### config.mk
export PLATFORM = sky130hd
export DESIGN_NAME = wb_stage_top
export DESIGN_NICKNAME = d
export VERILOG_FILES = /design/src/hw/wb_pkg.sv /design/src/hw/gpr_file.sv /design/src/hw/store_issue.sv /design/src/hw/wb_ctrl_regs.sv /design/src/hw/wb_result_sel.sv /design/src/hw/wb_stage_top.sv
export VERILOG_INCLUDE_DIRS = /design/src /design/src/hw
export SDC_FILE = /design/constraint.sdc
export NUM_CORES = 2
export LEC_CHECK = 0
export BUFFER_PORTS_ARGS = -buffer_cell sky130_fd_sc_hd__buf_4
export CORE_MARGIN = 1
export CORE_UTILIZATION = 35
export DETAILED_ROUTE_END_ITERATION = 6
export HOLD_SLACK_MARGIN = 0.1
export MAX_ROUTING_LAYER = met4
export PLACE_DENSITY = 0.62
export SLEW_MARGIN = 0
export SYNTH_ARGS = -nofsm -noshare
export SYNTH_HDL_FRONTEND = slang
export SYNTH_HIERARCHICAL = 1
export SYNTH_SLANG_ARGS = --single-unit
### constraint.sdc
create_clock -name clk -period 7.8 [get_ports clk]
set_input_delay 0.78 -clock clk [delete_from_list [all_inputs] [get_ports clk]]
set_output_delay 0.78 -clock clk [all_outputs]
set_load 0.01 [all_outputs]
### src/hw/wb_macros.svh
`ifndef WB_MACROS_SVH
`define WB_MACROS_SVH

// datapath width of the core
`define WB_XLEN 64

// general register file geometry
`define WB_REG_AW 5
`define WB_REG_DEPTH 32

// one enable per byte of a data word
`define WB_MASK_W 8

// retired instruction counter, wraps
`define WB_CNT_W 32

`endif

### src/hw/wb_pkg.sv
`default_nettype none

`include "wb_macros.svh"

package wb_pkg;

    typedef logic [`WB_XLEN-1:0]   xlen_t;
    typedef logic [`WB_REG_AW-1:0] reg_idx_t;
    typedef logic [`WB_MASK_W-1:0] byte_mask_t;
    typedef logic [31:0]           imm_t;       // store offset, sign-extended when added

    // result extension applied before writeback
    typedef enum logic [1:0] {
        EXT_FULL   = 2'd0,  // all 64 bits
        EXT_W_SIGN = 2'd1,  // lw, addw and friends
        EXT_W_ZERO = 2'd2,  // lwu
        EXT_H_SIGN = 2'd3   // lh
    } ext_mode_t;

    typedef enum logic [1:0] {
        OP_REG    = 2'd0,
        OP_STORE  = 2'd1,
        OP_EBREAK = 2'd2
    } op_kind_t;

    typedef enum logic [1:0] {
        ST_IDLE  = 2'd0,
        ST_WRITE = 2'd1,
        ST_WRESP = 2'd2,
        ST_DONE  = 2'd3
    } store_state_t;

    // one retiring instruction
    typedef struct packed {
        op_kind_t   kind;
        reg_idx_t   rd;
        ext_mode_t  ext;
        logic       from_mem;   // take mem_res instead of ex_res
        xlen_t      ex_res;
        xlen_t      mem_res;
        reg_idx_t   base;       // store base register
        imm_t       imm;
        byte_mask_t wmask;
    } wb_op_t;

    typedef struct packed {
        xlen_t      addr;
        xlen_t      data;
        byte_mask_t wmask;
    } mem_wr_t;

endpackage

`default_nettype wire

### src/hw/gpr_file.sv
`timescale 1ns/1ps
`default_nettype none

`include "wb_macros.svh"

// 32 x 64 general registers, x0 hardwired to zero
module gpr_file (
    input  logic              clk,
    input  logic              rst_n,
    input  logic              we,
    input  wb_pkg::reg_idx_t  waddr,
    input  wb_pkg::xlen_t     wdata,
    input  wb_pkg::reg_idx_t  raddr,
    output wb_pkg::xlen_t     rdata,
    input  wb_pkg::reg_idx_t  dbg_raddr,
    output wb_pkg::xlen_t     dbg_rdata
);

    import wb_pkg::*;

    xlen_t regs [`WB_REG_DEPTH];

    always_ff @(posedge clk or negedge rst_n) begin
        if (!rst_n) begin
            for (int i = 0; i < `WB_REG_DEPTH; i++) begin
                regs[i] <= '0;
            end
        end else if (we && (waddr != '0)) begin  // x0 is read only
            regs[waddr] <= wdata;
        end
    end

    // store base operand
    assign rdata = regs[raddr];

    // debug view, new value shows the cycle after the write
    assign dbg_rdata = regs[dbg_raddr];

endmodule

`default_nettype wire

### src/hw/store_issue.sv
`timescale 1ns/1ps
`default_nettype none

// one store in flight at a time
// write request phase, then write response phase, then a one cycle done
module store_issue (
    input  logic                clk,
    input  logic                rst_n,
    input  logic                start,
    input  wb_pkg::xlen_t       base_val,
    input  wb_pkg::imm_t        imm,
    input  wb_pkg::xlen_t       data,
    input  wb_pkg::byte_mask_t  wmask,
    output logic                idle,
    output logic                wr_valid,
    output wb_pkg::mem_wr_t     wr_req,
    input  logic                wr_ready,
    input  logic                b_valid,
    output logic                b_ready,
    output logic                store_done
);

    import wb_pkg::*;

    store_state_t state;
    store_state_t state_nxt;
    xlen_t        addr_calc;

    // base + sign-extended offset
    assign addr_calc = base_val + xlen_t'(signed'(imm));

    always_ff @(posedge clk or negedge rst_n) begin
        if (!rst_n) begin
            state <= ST_IDLE;
        end else begin
            state <= state_nxt;
        end
    end

    always_comb begin
        state_nxt = state;
        case (state)
            ST_IDLE: begin
                if (start) begin
                    state_nxt = ST_WRITE;
                end
            end
            ST_WRITE: begin
                if (wr_ready) begin  // write handshake
                    state_nxt = ST_WRESP;
                end
            end
            ST_WRESP: begin
                if (b_valid) begin   // response handshake
                    state_nxt = ST_DONE;
                end
            end
            ST_DONE: begin
                state_nxt = ST_IDLE;
            end
            default: begin
                state_nxt = ST_IDLE;
            end
        endcase
    end

    // request payload, held from acceptance until done
    always_ff @(posedge clk or negedge rst_n) begin
        if (!rst_n) begin
            wr_req <= '0;
        end else if ((state == ST_IDLE) && start) begin
            wr_req.addr  <= addr_calc;
            wr_req.data  <= data;
            wr_req.wmask <= wmask;
        end else if (state == ST_DONE) begin
            wr_req <= '0;
        end
    end

    assign idle       = (state == ST_IDLE);
    assign wr_valid   = (state == ST_WRITE);
    assign b_ready    = (state == ST_WRESP);
    assign store_done = (state == ST_DONE);

endmodule

`default_nettype wire

### src/hw/wb_ctrl_regs.sv
`timescale 1ns/1ps
`default_nettype none

`include "wb_macros.svh"

// halt flag and retire counter beside the stage
module wb_ctrl_regs (
    input  logic                  clk,
    input  logic                  rst_n,
    input  logic                  accept,
    input  wb_pkg::op_kind_t      accept_kind,
    input  logic                  halt_clr,
    output logic                  halted,
    output logic [`WB_CNT_W-1:0]  retired
);

    import wb_pkg::*;

    logic halt_set;

    assign halt_set = accept && (accept_kind == OP_EBREAK);

    // ebreak wins over a clear in the same cycle
    always_ff @(posedge clk or negedge rst_n) begin
        if (!rst_n) begin
            halted <= 1'b0;
        end else if (halt_set) begin
            halted <= 1'b1;
        end else if (halt_clr) begin
            halted <= 1'b0;
        end
    end

    // counts every accepted op, stores included at acceptance
    always_ff @(posedge clk or negedge rst_n) begin
        if (!rst_n) begin
            retired <= '0;
        end else if (accept) begin
            retired <= retired + `WB_CNT_W'(1);  // wraps
        end
    end

endmodule

`default_nettype wire

### src/hw/wb_result_sel.sv
`timescale 1ns/1ps
`default_nettype none

// result mux plus sign or zero extension
// feeds both the register write and the store data
module wb_result_sel (
    input  wb_pkg::wb_op_t op,
    output wb_pkg::xlen_t  wdata
);

    import wb_pkg::*;

    xlen_t raw;

    // load data comes back through the memory stage
    always_comb begin
        if (op.from_mem) begin
            raw = op.mem_res;
        end else begin
            raw = op.ex_res;
        end
    end

    always_comb begin
        case (op.ext)
            EXT_FULL: begin
                wdata = raw;
            end
            EXT_W_SIGN: begin
                wdata = {{32{raw[31]}}, raw[31:0]};
            end
            EXT_W_ZERO: begin
                wdata = {32'd0, raw[31:0]};
            end
            EXT_H_SIGN: begin
                wdata = {{48{raw[15]}}, raw[15:0]};
            end
            default: begin
                wdata = raw;
            end
        endcase
    end

endmodule

`default_nettype wire

### src/hw/wb_stage_top.sv
`timescale 1ns/1ps
`default_nettype none

`include "wb_macros.svh"

// writeback stage, one retiring op per handshake
module wb_stage_top (
    input  logic                  clk,
    input  logic                  rst_n,

    input  logic                  in_valid,
    output logic                  in_ready,
    input  wb_pkg::wb_op_t        in_op,

    output logic                  wr_valid,
    output wb_pkg::mem_wr_t       wr_req,
    input  logic                  wr_ready,
    input  logic                  b_valid,
    output logic                  b_ready,
    output logic                  store_done,

    input  logic                  halt_clr,
    output logic                  halted,
    output logic [`WB_CNT_W-1:0]  retired,

    input  wb_pkg::reg_idx_t      dbg_raddr,
    output wb_pkg::xlen_t         dbg_rdata
);

    import wb_pkg::*;

    logic  accept;
    logic  reg_we;
    logic  st_start;
    logic  st_idle;
    xlen_t res_val;
    xlen_t base_val;

    // stalled while halted or while a store is outstanding
    assign in_ready = !halted && st_idle;
    assign accept   = in_valid && in_ready;
    assign reg_we   = accept && (in_op.kind == OP_REG);
    assign st_start = accept && (in_op.kind == OP_STORE);

    wb_result_sel u_sel (
        .op    (in_op),
        .wdata (res_val)
    );

    gpr_file u_gpr (
        .clk       (clk),
        .rst_n     (rst_n),
        .we        (reg_we),
        .waddr     (in_op.rd),
        .wdata     (res_val),
        .raddr     (in_op.base),
        .rdata     (base_val),
        .dbg_raddr (dbg_raddr),
        .dbg_rdata (dbg_rdata)
    );

    store_issue u_store (
        .clk        (clk),
        .rst_n      (rst_n),
        .start      (st_start),
        .base_val   (base_val),
        .imm        (in_op.imm),
        .data       (res_val),
        .wmask      (in_op.wmask),
        .idle       (st_idle),
        .wr_valid   (wr_valid),
        .wr_req     (wr_req),
        .wr_ready   (wr_ready),
        .b_valid    (b_valid),
        .b_ready    (b_ready),
        .store_done (store_done)
    );

    wb_ctrl_regs u_ctrl (
        .clk         (clk),
        .rst_n       (rst_n),
        .accept      (accept),
        .accept_kind (in_op.kind),
        .halt_clr    (halt_clr),
        .halted      (halted),
        .retired     (retired)
    );

endmodule

`default_nettype wire

Word-level counts from Yosys, hierarchy flattened. Index checks and enable logic that the tools add are counted. Widths: inputs -> output; s select.

Register bits after elaboration: 2219. Output and inout bits: 237. Word-level logic and storage cells: 93.

Add/subtract/negate cells: 2. Magnitude comparators: 4. Eq/ne operators: 11. Mux-type cells: 19. Bitwise gates (word level): 3. Reduce and logical (&&, ||, !) cells: 16.

Operators with widths (number): $bwmux 2048 (1); $bmux 64 s5 (2); $mux 64 (6); $demux 64 s5 (1); $mux 136 (2); $pmux 64 s4 (1); $add 64x64->64 (1); $add 32x1->32 const B (1); $ge 6x6->1 const B (3); $not 5->6 (3); $eq 2x2->1 const B (5); $logic_and 1x1->1 (8); $pmux 2 s4 (1); $eq 2x1->1 const B (3); $logic_not 2->1 (3); $lt 6x1->1 const B (1); $mux 2 (3); $reduce_bool 5->1 (1); $ne 2x1->1 const B (2); $reduce_bool 2->1 (2); $reduce_and 3->1 (1); $mux 1 (2); $ne 2x2->1 const B (1); $logic_not 1->1 (1).

Longest topological paths before layout.
Depth after elaboration: 6. Depth in mapped cells: 21. Gate-level depth less buffers: 17.

Hierarchy. Netlist, hierarchy kept.

By module, submodules not included: gpr_file (times used 1, cells each 6512, area each 107703.3 um^2); store_issue (times used 1, cells each 1113, area each 9450.3 um^2); wb_ctrl_regs (times used 1, cells each 130, area each 1503.9 um^2); wb_result_sel (times used 1, cells each 134, area each 1091.0 um^2); wb_stage_top (times used 1, cells each 5, area each 47.5 um^2).

Least setup slack after synthesis. No wires, ideal clock.

Path type: input to register. Start point: input port in_op[42] in the netlist's numbering. End point: register u_store/wr_req[131] (netlist name). Setup time: 0.069 ns. Data arrival time: 5.004 ns. Setup slack: 2.727 ns. Stages: 17. Cells stage by stage: buf_2 > clkbuf_1 > buf_1 > mux4_2 > mux4_2 > mux2_2 > ha_1 > nand2_1 > o21a_1 > o21ai_1 > a21o_2 > a21boi_2 > o31a_1 > o41ai_4 > a41oi_2 > or4_1 > nand3_1.

Word-level cells in the longest chain between the ends: 6.

Ends and longest elaborated chain: start: declaration (line wb_stage_top.sv:13) `input wb_pkg::wb_op_t in_op,`; $not 5->6 (implied by the code) (line gpr_file.sv:34) `assign rdata = regs[raddr];`; $bmux 64 s5 (line gpr_file.sv:34); $mux 64 (implied by the code) (2 in series) (line gpr_file.sv:34); via base_val[8] (line wb_stage_top.sv:37) `xlen_t base_val;`; $add 64x64->64 (line store_issue.sv:30) `assign addr_calc = base_val + xlen_t'(signed'(imm));`; $mux 136 (line store_issue.sv:71) `end else if ((state == ST_IDLE) && start) begin`.

The timed path passes the listed nets, and every way through them passes these cells. The select of a mux whose other input is x is not followed. A chain may end at the register's enable or synchronous reset.

Worst setup path in the final report.
Start point: input port in_op[40] in the netlist's numbering. End point: register u_store/wr_req[118] (netlist name).

Word-level cells in the longest chain between the ends: 6.

Ends and longest elaborated chain (line): $not 5->6 (implied by the code) (gpr_file.sv:34); $bmux 64 s5 (gpr_file.sv:34); $mux 64 (implied by the code) (2 in series) (gpr_file.sv:34); via base_val[31] (wb_stage_top.sv:37); $add 64x64->64 (store_issue.sv:30); $mux 136 (store_issue.sv:71).

The timed path passes the listed nets, and every way through them passes these cells. The select of a mux whose other input is x is not followed.

==> results.md <==
- Clk buf depth: 4
- Kind of critical path: in -> reg
- Seq/Total Area, Yosys: 0.464
- Max Clk Rate: 188 MHz
- Data required time at the worst endpoint: 8.60 ns
- Final worst-path cycle share: 0.682
- DRT iter0 DRCs: 7424
- Synthesis-stage register bit count: 2219
- Leading cell types in the layout, fill and taps excluded: 2219 x dfrtp_1, 2168 x mux2_2, 1145 x mux4_2
- Number of filler instances in the final layout: 30800
- Setup tns final: 0 ns
- # clock sinks: 2219
- Number of iterations in the first detailed-routing pass: 7
- Fraction of power consumed by the clock network: 0.400
- Fraction of final layout cells with drive strength greater than 1: 0.552
- Post-layout util: 0.401
- Largest net degree at the start of global routing: 179
- Number of buffers added to fix hold violations after cts: 11
- Clock transition at the registers of the reported paths: 0.06 ns
- Number of instances resized during post-cts repair: 0
- Final-report setup violation count: 0
- GRT Resource Usage Total: 0.243
- Reported net switching power: 8.49 mW
- Transition time at the pin with the least slew margin: 1.38 ns
- Initial core utilization: 0.352
- Run status: finished, violations left
- Violations in the final reports: design-rule violations
- Endpoints failing hold: 0
- Total half-perimeter wirelength after legalization and detailed placement: 244000 um
- Net Sw Frac: 0.278
- Multi-input combinational cell area: 0.0610 mm2
- Category of the worst setup path capture point: flip-flop
- # DRC: 108
- Count of H-tree levels built during CTS: 4
- Setup repair after global routing missed its margin: false
- Via count of the first global-routing pass: 80500
- Gate Count Post-Synth: 7894
- Final total power: 30.6 mW
- Power density cells: 224 mW/mm2
- Core Area: 0.340 mm2
- Combined flip-flop and latch cell area: 0.0555 mm2
- Worst-case setup margin in the final layout: 2.48 ns
- Total wirelength of the detailed-routed design: 411000 um
- Number of warning messages in the yosys log: 6
- Share of Yosys cell area claimed by the top area cell type: 0.464
- Most common cell after layout, fill and taps aside: dfrtp_1
- Post-route antenna net violation count: 0
- Logic gate share of total power: 0.163
- Reported max-cap violation count: 0
- Arr. time, crit path: 6.11 ns
- # port buffers: 430
- Cell chosen for the clock root: clkbuf_16
- Post-Place Cells: 12200
- Wire length of the first global-routing pass: 595000 um
- TritonCTS buffer count: 242
- Static leakage power: 62.8 nW
- Max_slew headroom: 0.0784
- Area of the die: 0.345 mm2
- Highest net fanout along the worst path: 54
- Mean routed wirelength per cell: 32.4 um
- Setup WS pre-CTS: 1.57 ns
- Layout net count: 8205
- Setup repair bufs after CTS: 0
- Worst vdd rail ir drop: 0.233 mV
- Most area-consuming cells after synthesis: dfrtp_1 46%, mux4_2 22%, mux2_2 20%
- EDFF count, synth: 0
- TritonCTS clock tree: done
- Height of the die: 587 um
- Via/cell ratio: 6.08
- Post-synth cell types: 84
- Width of the die: 587 um
- Vias post-DR: 77200
- Async SR Flop Fraction: 1.00
- Worst clock skew: 0.0971 ns
- Startpoint type of the worst setup path: input pin
- Final critical delay including setup and external delays: 5.32 ns
- Internal power summed over all cells: 22.1 mW
- # IOs: 431
- Source-to-sink clock delay at the later pin of the worst-skew pair: 0.94 ns
- Most frequently used flop master after synthesis: dfrtp_1
- Cell type with the largest total area after synthesis: dfrtp_1
- Class of the tightest hold or removal check: in -> reg
- Area growth syn-to-layout: 14.0%
- Mean area per synthesized cell: 15.2 um2
- Cell area after synthesis: 0.120 mm2
- Total overflow reported by the global router: 0
- Nets in the synthesized netlist: 8157
- Sequential group share of total power: 0.437
- Final Max Slew Viols: 0
- Cell row count: 214
- Antenna violations before repair: 23
- Final Non-Filler Cells: 12700
- Final GP Congestion: 0.892
==> metrics by stage <==
step	hold WS [ns]	instance area, um2
after CTS	0.226	136000
after detailed placement	0.384	128000
final	0.262	137000
after floorplan	0.441	120000
after global placement	0.376	128000
after global routing	0.301	137000
==> kinds of logic after synthesis <==
family,count (synthesis),synth area share
muxes,3507,0.435
DFF,2219,0.464
buffers and inverters,890,0.0318
and+or+nand+nor,633,0.0279
AOI/OAI and AO/OA,487,0.0277
xor gates and xnor gates,89,0.00651
adders and majority gates,69,0.00727
==> worst max-delay path: stages <==
cell	delay, ns
buf_8	0.53
buf_12	0.36
buf_4	0.28
mux4_2	0.51
mux4_2	0.50
mux2_2	0.41
ha_1	0.50
and4_1	0.26
nand3_1	0.16
or2_1	0.28
or3_1	0.34
a211oi_1	0.35
nor2_1	0.15
o31ai_1	0.30
xnor2_1	0.16
o21ai_1	0.07
==> cell usage after synthesis (all sizes together) (5+ instances only) <==
cell type     n
a221o        26
o21bai       11
and3         16
nor4          6
or3           6
nand4        33
nand3b      115
nand3        39
a21o         36
clkbuf      558
nor3         21
a22o         10
mux2       2169
nor2b        30
o211ai        6
nor2         65
o21a          8
mux4       1145
mux2i       193
a21oi        83
xor2         32
o31a          5
xnor2        57
nand2       259
o21ai       144
inv          25
nand2b       13
a221oi       40
dfrtp      2219
o31ai         7
a211o        11
ha           68
and4         10
buf         307
o22ai        61
and2          7
a211oi       10
==> final cells by class <==
class                      instances  area share
tap                             4536      0.0416
clock buffer                     337      0.0513
timing repair buffer             669      0.0427
multi-input combinational       4785       0.446
inverter                          25    0.000696
sequential                      2219       0.407
clock inverter                   104      0.0103
antenna                           17    0.000312
==> flip-flops by register name (all words and copies together), names as in the netlist <==
name,flops
u_store/state,2
u_store/wr_req,136
u_ctrl/retired,32
u_ctrl/halted,1
u_gpr/regs,2048
==> path summary, 6_finish.rpt <==
| path | startpoint | to | slack (ns) | depth (start not counted) |
|---|---|---|---|---|
| max in group asynchronous | rst_n | u_gpr/regs[1776]$_DFFE_PN0P_ | 5.16 | 4 |
| min in group asynchronous | rst_n | u_gpr/regs[1737]$_DFFE_PN0P_ | 0.44 | 2 |
| min | b_valid | u_store/state[1]$_DFFE_PN0P_ | 0.26 | 5 |
| max reg2reg | u_gpr/regs[526]$_DFFE_PN0P_ | u_store/wr_req[135]$_DFFE_PN0P_ | 2.87 | 13 |
| max | in_op[40] | u_store/wr_req[118]$_DFFE_PN0P_ | 2.48 | 16 |
| min reg2reg | u_gpr/regs[2007]$_DFFE_PN0P_ | u_gpr/regs[2007]$_DFFE_PN0P_ | 0.40 | 0 |
==> metal layers <==
layer / track usage / up-vias / wire length [um]
met5: - / - / 0
met4: 0.0855 / 0 / 16200
met3: 0.0470 / 775 / 32800
met2: 0.370 / 3514 / 190000
met1: 0.324 / 42300 / 172000
li1: - / 30600 / -
==> power by group through the flow <==
stage	Combinational, mW	Sequential, mW	Clock [mW]
global route	5.33	13.4	12.8
CTS	5.00	13.3	12.4
global placement	4.88	13.4	0
detailed placement	4.98	13.5	0
finish	4.99	13.4	12.2
floorplan	3.01	13.3	0
(Power assumes the default switching activity.)
